`src/st_pkg.sv`:
```
//////////////////////////////
// User stream beat definitions
// Gen2 carries the full beat, gen1 only the lower bytes
// Byte counts are fixed here, not per instance
//////////////////////////////

package st_pkg;

  //////////////////////////////
  // Widths

  // Bytes in a full gen2 beat
  localparam int ST_DATA_BYTES = 8;

  // Valid bytes when running gen1
  localparam int ST_GEN1_BYTES = 4;

  // Data bits per beat
  localparam int ST_DATA_W = ST_DATA_BYTES * 8;

  //////////////////////////////
  // Beat layout

  // tdata in the upper bits, tlast at bit 0
  typedef struct packed {
    logic [ST_DATA_W-1:0]     tdata;
    logic [ST_DATA_BYTES-1:0] tkeep;
    logic                     tlast;
  } st_beat_t;

endpackage

```
`src/link_pkg.sv`:
```
//////////////////////////////
// Link side layouts of the receive adapter
// One PHY lane, words arrive already aligned
// Debug word is 32 bits, spare bits read as zero
// Needs st_pkg compiled first
//////////////////////////////

package link_pkg;

  // Settling delay value width
  localparam int DELAY_W = 16;

  // Drop counter width, counter saturates
  localparam int DROP_W = 16;

  // Fill level width as reported
  localparam int LEVEL_W = 8;

  //////////////////////////////
  // PHY word, one per clock

  // Marker and strobe are lane framing only
  typedef struct packed {
    logic             strobe;
    logic             marker;
    logic             push;
    st_pkg::st_beat_t beat;
  } phy_word_t;

  //////////////////////////////
  // Debug status word

  // dropped in the top half, spare bits at the bottom
  typedef struct packed {
    logic [DROP_W-1:0]  dropped;
    logic               overflow;
    logic [LEVEL_W-1:0] level;
    logic               online;
    logic [5:0]         spare;
  } rx_debug_t;

endpackage

```
`src/link_rx_decode.sv`:
```
//////////////////////////////
// Receive decode of one PHY lane
// Online rises delay_x_value + 1 clocks after rx_online
// Only words with push set are forwarded
// Early pushes are counted, count saturates
//////////////////////////////

module link_rx_decode (
  input  logic                         clk_wr,
  input  logic                         rst_n,
  input  logic                         rx_online,
  input  logic [link_pkg::DELAY_W-1:0] delay_x_value,
  input  link_pkg::phy_word_t          rx_phy,
  output logic                         push,
  output st_pkg::st_beat_t             beat,
  output logic                         online,
  output logic [link_pkg::DROP_W-1:0]  dropped
);

  // Settling counter
  logic [link_pkg::DELAY_W-1:0] settle_cnt;
  logic                         settle_done;

  // Word qualifiers
  logic                         fwd_word;
  logic                         early_word;

  //////////////////////////////
  // Settling delay

  // Compare with >= so a lowered delay still ends the wait
  assign settle_done = (settle_cnt >= delay_x_value);

  always_ff @(posedge clk_wr) begin
    if (!rst_n) begin
      settle_cnt <= '0;
      online     <= 1'b0;
    end else if (!rx_online) begin
      // Link dropped, start over
      settle_cnt <= '0;
      online     <= 1'b0;
    end else if (!online) begin
      if (settle_done) begin
        online <= 1'b1;
      end else begin
        settle_cnt <= settle_cnt + 1'b1;
      end
    end
  end

  //////////////////////////////
  // Word decode

  // Forward only while settled
  assign fwd_word   = rx_phy.push && online;
  // Pushed too early, lost
  assign early_word = rx_phy.push && !online;

  // One cycle push strobe
  always_ff @(posedge clk_wr) begin
    if (!rst_n) begin
      push <= 1'b0;
    end else begin
      push <= fwd_word;
    end
  end

  // Beat payload, marker and strobe bits dropped here
  always_ff @(posedge clk_wr) begin
    if (fwd_word) begin
      beat <= rx_phy.beat;
    end
  end

  // Drop counter, holds at all ones
  always_ff @(posedge clk_wr) begin
    if (!rst_n) begin
      dropped <= '0;
    end else if (early_word && (dropped != '1)) begin
      dropped <= dropped + 1'b1;
    end
  end

endmodule

```
`src/link_rx_fifo.sv`:
```
//////////////////////////////
// Show-ahead FIFO with credit return
// Head is registered, valid one clock after first push
// Push while full is lost and flags overflow until reset
// DEPTH up to 255 so level fits 8 bits
//////////////////////////////

module link_rx_fifo #(
  parameter int  DEPTH  = 16,
  parameter type item_t = logic
) (
  input  logic       clk_wr,
  input  logic       rst_n,
  input  logic       push,
  input  item_t      din,
  input  logic       pop,
  output item_t      head,
  output logic       valid,
  output logic       credit,
  output logic       overflow,
  output logic [7:0] level
);

  localparam int PTR_W = (DEPTH > 1) ? $clog2(DEPTH) : 1;
  localparam int CNT_W = $clog2(DEPTH + 1);

  // Storage and pointers
  item_t            mem [DEPTH];
  logic [PTR_W-1:0] wr_ptr;
  logic [PTR_W-1:0] rd_ptr;
  logic [PTR_W-1:0] wr_nxt;
  logic [PTR_W-1:0] rd_nxt;
  logic [CNT_W-1:0] count;

  // Qualified requests
  logic             full;
  logic             do_pop;
  logic             do_push;

  assign full    = (count == CNT_W'(DEPTH));
  assign valid   = (count != '0);
  assign do_pop  = pop && valid;
  // A pop frees a slot in the same cycle
  assign do_push = push && (!full || do_pop);

  // Wrap explicitly, DEPTH need not be a power of two
  assign wr_nxt = (wr_ptr == PTR_W'(DEPTH - 1)) ? '0 : wr_ptr + 1'b1;
  assign rd_nxt = (rd_ptr == PTR_W'(DEPTH - 1)) ? '0 : rd_ptr + 1'b1;

  assign level = 8'(count);

  //////////////////////////////
  // Pointers and count

  always_ff @(posedge clk_wr) begin
    if (!rst_n) begin
      wr_ptr <= '0;
      rd_ptr <= '0;
      count  <= '0;
    end else begin
      if (do_push) begin
        wr_ptr <= wr_nxt;
      end
      if (do_pop) begin
        rd_ptr <= rd_nxt;
      end
      case ({do_push, do_pop})
        2'b10:   count <= count + 1'b1;
        2'b01:   count <= count - 1'b1;
        default: count <= count;
      endcase
    end
  end

  //////////////////////////////
  // Storage and head

  always_ff @(posedge clk_wr) begin
    if (do_push) begin
      mem[wr_ptr] <= din;
    end
  end

  // Head mirrors mem[rd_ptr]; bypass din when it lands on the head slot
  always_ff @(posedge clk_wr) begin
    if (do_pop && (count != CNT_W'(1))) begin
      head <= mem[rd_nxt];
    end else if (do_push && (do_pop || !valid)) begin
      head <= din;
    end
  end

  //////////////////////////////
  // Credit and overflow

  always_ff @(posedge clk_wr) begin
    if (!rst_n) begin
      credit   <= 1'b0;
      overflow <= 1'b0;
    end else begin
      credit <= do_pop;
      // Sticky
      if (push && !do_push) begin
        overflow <= 1'b1;
      end
    end
  end

endmodule

```
`src/st_user_egress.sv`:
```
//////////////////////////////
// FIFO head to user stream port
// Purely combinational, tvalid follows FIFO valid
// Gen1 clears bytes above ST_GEN1_BYTES
//////////////////////////////

module st_user_egress (
  input  logic                             m_gen2_mode,
  input  st_pkg::st_beat_t                 head,
  input  logic                             valid,
  output logic                             pop,
  output logic [st_pkg::ST_DATA_W-1:0]     user_tdata,
  output logic [st_pkg::ST_DATA_BYTES-1:0] user_tkeep,
  output logic                             user_tlast,
  output logic                             user_tvalid,
  input  logic                             user_tready
);

  // Per byte lane enable for the current mode
  logic [st_pkg::ST_DATA_BYTES-1:0] byte_en;

  //////////////////////////////
  // Lane masking

  // Gen2 keeps all lanes
  always_comb begin
    for (int i = 0; i < st_pkg::ST_DATA_BYTES; i++) begin
      byte_en[i] = m_gen2_mode || (i < st_pkg::ST_GEN1_BYTES);
    end
  end

  // Data bytes cleared per lane
  always_comb begin
    for (int i = 0; i < st_pkg::ST_DATA_BYTES; i++) begin
      user_tdata[i*8 +: 8] = head.tdata[i*8 +: 8] & {8{byte_en[i]}};
    end
  end

  // Keep cleared on the same lanes
  assign user_tkeep = head.tkeep & byte_en;
  assign user_tlast = head.tlast;

  //////////////////////////////
  // Handshake

  assign user_tvalid = valid;
  // Transfer pops the head
  assign pop = valid && user_tready;

endmodule

```
`src/link_rx_top.sv`:
```
//////////////////////////////
// Receive half of the die-to-die stream adapter
// Single clock clk_wr, single PHY lane
// Sender starts with DEPTH credits, one back per transfer
// Push to user tvalid is two clocks when empty
//////////////////////////////

module link_rx_top #(
  parameter int DEPTH = 16
) (
  input  logic                             clk_wr,
  input  logic                             rst_n,
  input  logic                             rx_online,
  input  logic [link_pkg::DELAY_W-1:0]     delay_x_value,
  input  logic                             m_gen2_mode,
  input  link_pkg::phy_word_t              rx_phy,
  output logic                             tx_credit,
  output logic [st_pkg::ST_DATA_W-1:0]     user_tdata,
  output logic [st_pkg::ST_DATA_BYTES-1:0] user_tkeep,
  output logic                             user_tlast,
  output logic                             user_tvalid,
  input  logic                             user_tready,
  output link_pkg::rx_debug_t              rx_debug_status
);

  // Decode outputs
  logic                          dec_push;
  st_pkg::st_beat_t              dec_beat;
  logic                          dec_online;
  logic [link_pkg::DROP_W-1:0]   dec_dropped;

  // FIFO outputs
  st_pkg::st_beat_t              fifo_head;
  logic                          fifo_valid;
  logic                          fifo_overflow;
  logic [link_pkg::LEVEL_W-1:0]  fifo_level;

  // Egress pop back to FIFO
  logic                          egr_pop;

  //////////////////////////////
  // PHY decode

  link_rx_decode u_decode (
    .clk_wr        (clk_wr),
    .rst_n         (rst_n),
    .rx_online     (rx_online),
    .delay_x_value (delay_x_value),
    .rx_phy        (rx_phy),
    .push          (dec_push),
    .beat          (dec_beat),
    .online        (dec_online),
    .dropped       (dec_dropped)
  );

  //////////////////////////////
  // Receive FIFO

  link_rx_fifo #(
    .DEPTH  (DEPTH),
    .item_t (st_pkg::st_beat_t)
  ) u_fifo (
    .clk_wr   (clk_wr),
    .rst_n    (rst_n),
    .push     (dec_push),
    .din      (dec_beat),
    .pop      (egr_pop),
    .head     (fifo_head),
    .valid    (fifo_valid),
    .credit   (tx_credit),
    .overflow (fifo_overflow),
    .level    (fifo_level)
  );

  //////////////////////////////
  // User port

  st_user_egress u_egress (
    .m_gen2_mode (m_gen2_mode),
    .head        (fifo_head),
    .valid       (fifo_valid),
    .pop         (egr_pop),
    .user_tdata  (user_tdata),
    .user_tkeep  (user_tkeep),
    .user_tlast  (user_tlast),
    .user_tvalid (user_tvalid),
    .user_tready (user_tready)
  );

  // Debug word, spare bits zero
  always_comb begin
    rx_debug_status          = '0;
    rx_debug_status.dropped  = dec_dropped;
    rx_debug_status.overflow = fifo_overflow;
    rx_debug_status.level    = fifo_level;
    rx_debug_status.online   = dec_online;
  end

endmodule

```
`config.mk`:
```
export PLATFORM = sky130hd
export DESIGN_NAME = link_rx_top
export DESIGN_NICKNAME = d
export VERILOG_FILES = /design/src/st_pkg.sv /design/src/link_pkg.sv /design/src/link_rx_decode.sv /design/src/link_rx_fifo.sv /design/src/st_user_egress.sv /design/src/link_rx_top.sv
export SDC_FILE = /design/constraint.sdc
export NUM_CORES = 1
export LEC_CHECK = 0
export BUFFER_PORTS_ARGS = -buffer_cell sky130_fd_sc_hd__buf_4
export CORE_MARGIN = 8
export CORE_UTILIZATION = 45
export DETAILED_ROUTE_END_ITERATION = 7
export SLEW_MARGIN = 20
export SYNTH_ARGS = -nofsm -noshare
export SYNTH_HDL_FRONTEND = slang
export SYNTH_SLANG_ARGS = --single-unit
```
`constraint.sdc`:
```
create_clock -name clk_wr -period 8.6 [get_ports clk_wr]
set_input_delay 1.72 -clock clk_wr [delete_from_list [all_inputs] [get_ports clk_wr]]
set_output_delay 1.72 -clock clk_wr [all_outputs]
set_load 0.05 [all_outputs]
```
# After elaboration in Yosys (flattened, before gate mapping)
# Memories as Yosys holds them, arrays and structs flattened.
# Index checks and enable logic that the tools add are counted.
[totals]
ff_bits = 195
ram_bits = 1168
inputBits = 97
wordCells = 66
mem_count = 1
[op_classes]
add_sub_neg = 6
n_lt_le_gt_ge = 1
n_eq_ne = 7
mux = 9
bitwise_logic = 7
n_reduce_logical = 20
[mem_list]
columns = ["name", "depth", "width", "rd", "rd_clocked_by_memory_dff", "write_ports", "line", "source"]
rows = [
  ["u_fifo.mem", 16, 73, 1, 0, 1, "link_rx_fifo.sv:28", "item_t mem [DEPTH];"],
]
[ops]
columns = ["cell", "count"]
rows = [
  ["$mux W73", 2],
  ["$and A8 B8 Y8", 5],
  ["$add A16 B1 Y16 const B", 2],
  ["$ge A16 B16 Y1", 1],
  ["$ne A16 B16 Y1 const B", 1],
  ["$pmux W5 S2", 1],
  ["$logic_and A1 B1 Y1", 9],
  ["$add A4 B1 Y4 const B", 2],
  ["$eq A4 B4 Y1 const B", 2],
  ["$mux W4", 2],
  ["$add A5 B1 Y5 const B", 1],
  ["$eq A5 B5 Y1 const B", 1],
  ["$ne A5 B1 Y1 const B", 1],
  ["$reduce_bool A5 Y1", 1],
  ["$sub A5 B1 Y5 const B", 1],
  ["$logic_not A1 Y1", 4],
  ["$mux W1", 4],
  ["$reduce_and A2 Y1", 2],
  ["$reduce_bool A2 Y1", 2],
  ["$eq A2 B1 Y1 const B", 1],
  ["$eq A2 B2 Y1 const B", 1],
  ["$logic_or A1 B1 Y1", 2],
  ["$not A1 Y1", 2],
]

# Logic depth before layout (Yosys ltp)
# Gate-level depths: netlist of run 1.
[depth]
depth_word = 8
ltp_mapped = 11
depth_no_buf = 8

# Cells and area by module
# From an unflattened synthesis of run 1, not the netlist that was laid out.
[hier_totals]
hier_cells = 2635
area_unflattened_um2 = 52888.2
[by_module_without_submodules]
columns = ["module", "instances", "cells_per_inst", "area_per_inst_um2", "seq_area_each_um2"]
rows = [
  ["link_rx_fifo", 1, 2243, 48076.1, 37566.0],
  ["link_rx_decode", 1, 305, 4171.5, 2872.8],
  ["st_user_egress", 1, 78, 576.8, 0.0],
  ["link_rx_top", 1, 9, 63.8, 0.0],
]

# Worst setup path before layout of run 1
# Ideal clock, no wire load.
[synth_timing]
path_type = "input to register"
from = "input port user_tready"
to = "memory u_fifo.mem[3][0] (netlist name), enable pin"
arrival_ps = 7309
t_required_ps = 8006
path_slack_ps = 697
stages = 5
n_path_buf = 1
path_cell_list = "and4b_1 nor2b_1 buf_2 nand2_1 nor3_1"
[synth_via]
elab_chain_cells = 6
[synth_lines]
columns = ["item", "line", "source"]
rows = [
  ["start: declaration", "link_rx_top.sv:22", "input logic user_tready,"],
  ["$logic_and A1 B1 Y1", "st_user_egress.sv:48", "assign pop = valid && user_tready;"],
  ["$logic_and A1 B1 Y1", "link_rx_fifo.sv:42", "assign do_pop = pop && valid;"],
  ["$logic_or A1 B1 Y1", "link_rx_fifo.sv:44", "assign do_push = push && (!full || do_pop);"],
  ["$logic_and A1 B1 Y1", "link_rx_fifo.sv:44", ""],
  ["$mux W1", "link_rx_fifo.sv:79", "if (do_push) begin"],
  ["$mux W1 (not written as such)", "link_rx_fifo.sv:80", "mem[wr_ptr] <= din;"],
  ["end: declaration", "link_rx_fifo.sv:28", ""],
]
# Every way passes these cells.

# Final worst setup path of run 1
[layout_timing]
from = "input port m_gen2_mode"
to = "output port user_tdata[63] (netlist name)"
[layout_via]
elab_chain_cells = 1
[layout_lines]
columns = ["item", "line", "source"]
rows = [
  ["start: declaration", "link_rx_top.sv:15", "input logic m_gen2_mode,"],
  ["$and A8 B8 Y8", "st_user_egress.sv:35", "user_tdata[i*8 +: 8] = head.tdata[i*8 +: 8] & {8{byte_en[i]}};"],
  ["end: declaration", "link_rx_top.sv:18", "output logic [st_pkg::ST_DATA_W-1:0] user_tdata,"],
]
# Every way passes these cells.

==> flow_summary.toml, run 1 <==
[cells_and_area]
fillers = 8882
stdcell_area_um2 = 59300
fin_cells = 4384
seq_area_um2 = 40400
num_antenna_cells = 0
drive_gt1_share_pct = 25.6
multi_input_area_um2 = 10600
layout.nets = 2891
synthToLayoutAreaGrowth_pct = 14.4

[sta]
finalWorstSetupSlack_ps = 4180
finalSetupTns_ps = 0
worst-slew-pin-transition_ps = 1140
fin_crit_ps = 4420
fin_skew_ps = 22.2
finalHoldViolCount = 0
setup_viol = 0
rsz0062_at_grt = "no"
fin_crit_sh_pct = 51.4
fmax_mhz = 226
slew_headroom_pct = 23.8
slew_viol_final = 0

[power_and_ir_drop]
netSwitchingFraction_pct = 27.7
pwr-share-seq_pct = 43.9
leakagePower_nw = 18.7
clkPwrFrac_pct = 33.8
p_switching_mw = 4.78
internal-power_mw = 12.5
peakVddDrop_uv = 208
power_frac_comb_pct = 22.3
powerDensity_nw_per_um2 = 291

[global_routing]
grt_pass1_wl_mm = 176
grt_busiest_layer = "met2"
grtUsageMet2_pct = 30.7
gr-total-overflow = 0
use_met3_pct = 3.31
grtUsageTotal_pct = 18.6
grt_max_degree = 87
use_met1_pct = 25.6
first_global_vias = 26600
antenna_found_initial = 3

[critical_path]
slowest_delay_ps = 430
worstPathMaxFanout = 36
crit_path_cell_trace = "buf_4 -> and2_1 -> buf_4"
critPathMostFrequentCell = "buf_4"
r2r-end = "u_fifo.head[49]"
endpoint_kind = "primary output"
timing.rr.start = "u_fifo.rd_ptr[0]"
critPathArrivalTime_ps = 2700
startpoint = "m_gen2_mode"
cp_slowest_cell = "buf_4"
path_class = "input port to primary output"
required_ps = 6880
rr_worst_depth = 6
rrSetupSlack_ps = 4550
worstSetupStartpointType = "input port"
cp-endpoint = "user_tdata[63]"

[clocking]
cts_tree = "yes"
cts_buffer_depth = 3
cts_made_buffers = 141
clkLatencyLatePin_ps = 730
postCtsSetupBuffers = 0
postCtsResizedCells = 0
h-tree-depth = 4
ctsHoldBuffers = 0
cts_root_buf = "clkbuf_16"
clk_pin_slew_ps = 60
cts.sinks = 1363

[die]
die_area_um2 = 126000
die_h_um = 355
die_x_um = 355
initial_utilization_pct = 45.3
num_rows = 124
ioPinCount = 204
core_um2 = 114000

[synth]
syn-instance-count = 2545
async_flop_share_pct = 0
ys_ff_latch = 1363
ys.flop_type = "edfxtp_1"
synth.cell_area_um2 = 51800
synth.distinct_cells = 60
synth_warnings = 0
yosysTopAreaCell = "edfxtp_1"
synth-seq-area-share_pct = 78.0
synth.most_common_cell = "edfxtp_1"
synth_top_cell_area_share_pct = 76.1
avgSynthCellArea_um2 = 20.4
synth.area.top_cells = "edfxtp_1 (76%), mux4_2 (12%), dfxtp_1 (1.9%), o22ai_1 (1.4%), nor2_1 (0.79%)"
synthTopCellsByCount = "edfxtp_1 (1,314), mux4_2 (274), o22ai_1 (117), nor2_1 (109), nand2_1 (84)"
synth_edf_count = 1314

[routing]
num_vias = 25300
via_per_inst = 5.77
drc = 0
drt_iter0_drc = 2204
ant_nets = 0
drt-wirelength-per-cell_um = 27.0
first_pass_iters = 5
routed_wl_mm = 118

[place]
gp_congestion = 0.765
post_dp_cell_area_um2 = 54900
placedCellCount = 4135
post-place-ws_ps = 4020
io_buffers = 192
post-dp-hpwl_mm = 61.1

[outcome]
status = "complete, no violations"

[worst_hold_path]
hp-class = "register to register"

[run]
maxCapViolCount = 0
-- cell usage in the layout (no fill, tap or decap), types with 6 or more instances in the layout --
cell,count
xor2_1,17
a31oi_1,8
buf_4,235
nand2b_1,6
mux4_2,274
o2111ai_1,6
a211oi_1,8
inv_6,9
or3_1,10
o22ai_1,116
o21ai_0,24
and2_1,42
clkinv_2,11
nand3_1,38
dfxtp_1,49
nand2_1,81
nor3_1,66
nand4_1,16
clkbuf_16,145
nor3_2,7
nor2_4,12
mux2i_1,11
conb_1,9
a21oi_1,29
ha_1,26
nor2_1,97
and3_1,8
a22oi_1,17
clkinv_1,28
bufinv_16,10
inv_1,29
edfxtp_1,1314
clkbuf_1,38
-- logic make-up (layout without fill, tap and decap cells) --
family | Yosys count | in the layout | synth area share, %
AO/OA/AOI/OAI | 236 | 236 | 2.98
XOR/XNOR | 23 | 23 | 0.389
adder cells (fa/ha/maj) | 27 | 27 | 0.652
buffers and inverters | 200 | 519 | 1.99
flip-flops | 1363 | 1363 | 78.0
multiplexers | 287 | 287 | 12.2
other | 1 | 9 | 0.00724
AND/OR/NAND/NOR | 408 | 408 | 3.80
-- per-stage QoR --
step           utilization (%)  total power, mW  hold WS, ps
2_1_floorplan                -             10.6          438
3_3_place_gp              48.0             11.6          477
3_5_place_dp              48.0             11.6          491
4_1_cts                   51.8             17.4          502
5_1_grt                   51.9             17.9          524
6_report                  51.9             17.2          505
-- worst max-delay path: cells and delay by family --
kind,cells,cell delay [ps]
simple gates,1,300
buf+inv,2,660
-- per-layer routing --
layer | part of all wire (%) | vias up | wire length [um]
met1 | 43 | 13400 | 50700
li1 | - | 10800 | -
met5 | 0 | - | 0
met2 | 49 | 823 | 58100
met3 | 6.0 | 160 | 7100
met4 | 2.0 | 0 | 2340
-- power groups by stage --
stage	combinational, mW	sequential (mW)	clock [mW]
finish	3.84	7.57	5.82
CTS	3.91	7.58	5.96
detailed placement	3.89	7.71	0
global placement	3.85	7.72	0
floorplan	2.97	7.67	0
global route	4.12	7.58	6.20
-- state kept, by name, indices dropped and copies added (netlist names) --
register             cells
u_decode.settle_cnt     16
u_decode.online          1
u_fifo.overflow          1
u_fifo.count             5
u_fifo.rd_ptr            4
u_fifo.credit            1
u_fifo.mem            1168
u_decode.push            1
u_decode.dropped        16
u_fifo.head             73
u_decode.beat           73
u_fifo.wr_ptr            4
-- how the worst min path moves through the flow --
stage	startpoint	endpoint	slack, ps	cells past startpoint
finish	u_decode.dropped[1]	u_decode.dropped[1]	500	2
global placement	u_decode.settle_cnt[15]	u_decode.settle_cnt[15]	480	2
detailed placement	u_fifo.overflow	u_fifo.overflow	490	2
floorplan	u_fifo.overflow	u_fifo.overflow	440	2
CTS	u_decode.settle_cnt[15]	u_decode.settle_cnt[15]	500	2
global route	u_decode.settle_cnt[15]	u_decode.settle_cnt[15]	520	2
-- final cells by class --
class	instances	area share, %
repair buffers	242	3.21
flip-flops and latches	1363	68.2
well taps	1512	3.19
inverters	29	0.184
multi-input cells	990	17.9
clock inverters	64	0.989
clock buffers	184	6.38
No activity file was read; power rests on OpenSTA's default activity.
==> run 2: changes to the inputs <==
clock period = 3.75 ns   (was 8.6 ns; I/O delays follow)
==> run 2 against run 1 <==
Count of clock-buffer cells in the layout is 9 lower. Critical path type is now register to register. Non-clock buffer count rose by 37. Largest power group unchanged. First-iteration DRC count increased by 8.1%. Clock power increased by 130%.
==> flow_summary.toml, run 2 (synthesis results as in run 1) <==
[critical_path]
critPathArrivalTime_ps = 3720
worstSetupStartpointType = "register"
crit_buf_inv = 1
cp_top_family = "simple AND/OR/NAND/NOR gates"
timing.rr.start = "u_fifo.rd_ptr[0]"
path_class = "register to register"
startpoint = "u_fifo.rd_ptr[0]"
slowest_delay_ps = 700
required_ps = 4250
worstPathMaxFanout = 19
cp_slowest_cell = "xnor2_1"
crit_path_cell_trace = "ha_4 -> xnor2_1 -> nor2_1 -> nand2_4 -> buf_4 -> o22ai_1 -> nor3_1"
endpoint_kind = "register"

[sta]
worst-slew-pin-transition_ps = 1040
setup_viol = 0
finalHoldViolCount = 0
holdWs_ps = 192
fin_crit_sh_pct = 85.9
rsz0062_at_grt = "no"
slew_viol_final = 0
fin_skew_ps = 35.5
fmax_mhz = 310
finalSetupTns_ps = 0
fin_crit_ps = 3220
slew_headroom_pct = 30.3

[place]
io_buffers = 192
post-dp-hpwl_mm = 63.7
placedCellCount = 4173
gp_congestion = 0.769

[routing]
num_vias = 25700
drc = 0
via_per_inst = 5.82
drt-wirelength-per-cell_um = 27.7
drt_iter0_drc = 2382
first_pass_iters = 5
ant_nets = 0
routed_wl_mm = 122

[clocking]
cts_buffer_depth = 3
cts.sinks = 1363
cts_root_buf = "clkbuf_16"
h-tree-depth = 4
postCtsResizedCells = 0
clk_pin_slew_ps = 70
clkLatencyLatePin_ps = 740
cts_tree = "yes"
ctsHoldBuffers = 0
postCtsSetupBuffers = 0
cts_made_buffers = 140

[power_and_ir_drop]
powerDensity_nw_per_um2 = 668
leakagePower_nw = 19.0
p_total_mw = 40.2
peakVddDrop_uv = 477

[die]
num_rows = 124
core_um2 = 114000
die_h_um = 355
initial_utilization_pct = 45.3
die_x_um = 355
ioPinCount = 204
die_area_um2 = 126000

[global_routing]
grt_max_degree = 74
antenna_found_initial = 8
use_met3_pct = 3.32
use_met1_pct = 26.5
grtUsageMet2_pct = 31.4
grt_pass1_wl_mm = 178
gr-total-overflow = 0
grtUsageTotal_pct = 19.1
grt_busiest_layer = "met2"
first_global_vias = 26600

[cells_and_area]
drive_gt1_share_pct = 26.9
top_register = "u_fifo.mem"
synthToLayoutAreaGrowth_pct = 16.0
layout_commonest_cell = "edfxtp_1"
fillers = 8815
final_cell_mix = "edfxtp_1 (1,314), mux4_2 (274), buf_4 (240)"
largest_reg_flops = 1168
final_util_pct = 52.6
reg_top3 = "u_fifo.mem x1168, u_decode.beat x73, u_fifo.head x73"
layout.nets = 2927
fin_cells = 4418

[outcome]
status = "complete, no violations"

[run]
maxCapViolCount = 0

[worst_hold_path]
hold_start = "rx_phy[39]"
hp-class = "input port to register"
-- run 2: cell types whose count changed in the layout (fill, tap and decap cells not counted), sizes merged --
| cell | before | now |
|---|---|---|
| diode | 0 | 1 |
| clkinvlp | 4 | 5 |
| bufinv | 10 | 13 |
| clkbuf | 184 | 175 |
| buf | 242 | 279 |
| inv | 38 | 33 |
| clkinv | 41 | 47 |
-- run 2: power breakdown --
group          leakage (nW)  switching (mW)  internal (mW)
Clock                  2.17            5.57           8.03
Sequential             12.2           0.318           17.1
Combinational          4.63            5.23           3.94
-- run 2: metal layers --
layer	vias up	wire length (um)
li1	10900	-
met1	13700	52400
met2	874	59500
met3	181	7840
met4	4	2650
met5	-	27
-- run 2: stage by stage --
step	setup slack, ps	instance area, um2
after detailed placement	522	55600
final	528	60100
after CTS	474	60100
after global routing	257	60100
after floorplan	-104	52000
after global placement	573	55600
-- run 2: cell type report --
class	instances	area [um2]	share of cell area, %
clock inverter	69	693	1.15
sequential	1363	40400	67.3
clock buffer	175	3780	6.29
antenna	1	2.50	0.00416
timing repair buffer	279	2580	4.30
multi-input combinational	990	10600	17.7
inverter	29	109	0.181
tap	1512	1890	3.15
-- run 2: path summary, 6_finish.rpt --
| path | end | slack [ps] | cells past startpoint |
|---|---|---|---|
| max | u_fifo.head[42] | 530 | 7 |
| min | u_decode.beat[39] | 190 | 1 |
| max reg2reg | u_fifo.head[42] | 530 | 7 |
| min reg2reg | u_fifo.overflow | 500 | 2 |
==> run 3: changes to the inputs <==
CORE_UTILIZATION = 37   (was 45)
==> run 3 against run 2 <==
Global-route usage fell by 3.1 points. Largest power group unchanged. Largest cell class unchanged. Critical path depth did not move. Count of clock-buffer cells in the layout fell by 3. Setup slack improved by 17 ps. Critical path type unchanged.
==> flow_summary.toml, run 3 (synthesis results as in run 1) <==
[critical_path]
rrSetupSlack_ps = 540
worstSetupStartpointType = "register"
r2r-end = "u_fifo.head[13]"
worstPathMaxFanout = 20
rr_worst_depth = 7
required_ps = 4230
endpoint_kind = "register"
timing.rr.start = "u_fifo.rd_ptr[0]"
critPathArrivalTime_ps = 3690
path_class = "register to register"

[place]
gp_congestion = 0.753
io_buffers = 192
post-place-ws_ps = 544
placedCellCount = 4538
post-dp-hpwl_mm = 67.1

[global_routing]
grtUsageTotal_pct = 16.1
antenna_found_initial = 4
first_global_vias = 26800
grt_max_degree = 66
gr-total-overflow = 0
grt_pass1_wl_mm = 181

[sta]
fin_crit_ps = 3210
finalWorstSetupSlack_ps = 545
slew_viol_final = 0
finalHoldViolCount = 0
fmax_mhz = 312
slew_headroom_pct = 33.6
fin_crit_sh_pct = 85.5
fin_skew_ps = 24.7
worst-slew-pin-transition_ps = 995
holdWs_ps = 162
rsz0062_at_grt = "no"
setup_viol = 0

[cells_and_area]
drive_gt1_share_pct = 27.1
fillers = 11800
layout_commonest_cell = "edfxtp_1"
fin_cells = 4791
reg_top3 = "u_fifo.mem x1168, u_decode.beat x73, u_fifo.head x73"
multi_input_area_um2 = 10600
largest_reg_flops = 1168
final_cell_mix = "edfxtp_1 (1,314), mux4_2 (274), buf_4 (234)"
layout.nets = 2928
top_register = "u_fifo.mem"
seq_area_um2 = 40400
synthToLayoutAreaGrowth_pct = 17.0

[clocking]
cts_tree = "yes"
postCtsSetupBuffers = 0
cts_made_buffers = 140
cts_buffer_depth = 3
postCtsResizedCells = 0
cts_root_buf = "clkbuf_16"
clkLatencyLatePin_ps = 760
h-tree-depth = 4
ctsHoldBuffers = 0
clk_pin_slew_ps = 60
cts.sinks = 1363

[power_and_ir_drop]
leakagePower_nw = 19.0
powerDensity_nw_per_um2 = 659
peakVddDrop_uv = 344

[worst_hold_path]
min_to = "u_decode.beat[20]"
hp-class = "input port to register"
worstHoldPathCells = 1
hold_start = "rx_phy[20]"

[die]
die_h_um = 390
num_rows = 137
die_area_um2 = 152000
core_um2 = 139000
initial_utilization_pct = 37.2
die_x_um = 390
ioPinCount = 204

[routing]
drc = 0
via_per_inst = 5.34
drt_iter0_drc = 2214
drt-wirelength-per-cell_um = 26.0
first_pass_iters = 7
ant_nets = 0
routed_wl_mm = 125
num_vias = 25600

[outcome]
status = "complete, no violations"

[run]
maxCapViolCount = 0
==> run 3: power by group <==
group,switching (mW),internal [mW]
combinational,5.25,3.93
clock,5.73,7.68
sequential,0.275,17.1
==> run 3: worst max-delay path by stage <==
stage / cells past startpoint / slack (ps) / to / startpoint
6_report: 7 / 540 / u_fifo.head[13] / u_fifo.rd_ptr[0]
3_3_place_gp: 7 / 610 / u_fifo.head[4] / u_fifo.rd_ptr[0]
2_1_floorplan: 7 / -100 / u_fifo.mem[15][0] / u_fifo.count[0]
5_1_grt: 7 / 420 / u_fifo.head[4] / u_fifo.rd_ptr[0]
3_5_place_dp: 7 / 540 / u_fifo.head[13] / u_fifo.rd_ptr[0]
4_1_cts: 7 / 520 / u_fifo.head[13] / u_fifo.rd_ptr[0]
==> run 3: area by class of cell <==
class | instances | area share (%)
multi-input combinational | 990 | 17.5
sequential | 1363 | 66.7
clock inverter | 77 | 1.23
antenna | 4 | 0.0165
timing repair buffer | 280 | 4.42
clock buffer | 172 | 6.05
inverter | 29 | 0.180
tap | 1876 | 3.87
==> run 3: per-layer routing <==
metal  share of wire [%]  vias up  track usage [%]
li1                    -    11000                -
met1                  42    13500             21.7
met2                  49      892             26.6
met3                 7.2      178             3.57
met4                 1.7        2             4.04
met5              0.0056        -                0
==> run 3: worst max-delay path, stage by stage, from the launching register on <==
cell and delay [ps]:
dfxtp_1 720, ha_4 290, a21oi_1 80, o22a_1 450, nand2_4 500, buf_4 340, o22ai_1 130, nor3_1 390
==> run 3: through the flow <==
step | TNS (ps) | cell area (um2) | util [%] | power (mW)
floorplan | -59970 | 52000 | - | 24.4
global placement | 0 | 56200 | 40.3 | 26.9
detailed placement | 0 | 56200 | 40.3 | 27.0
CTS | 0 | 60600 | 43.5 | 40.4
global route | 0 | 60600 | 43.5 | 41.5
finish | 0 | 60600 | 43.5 | 39.9
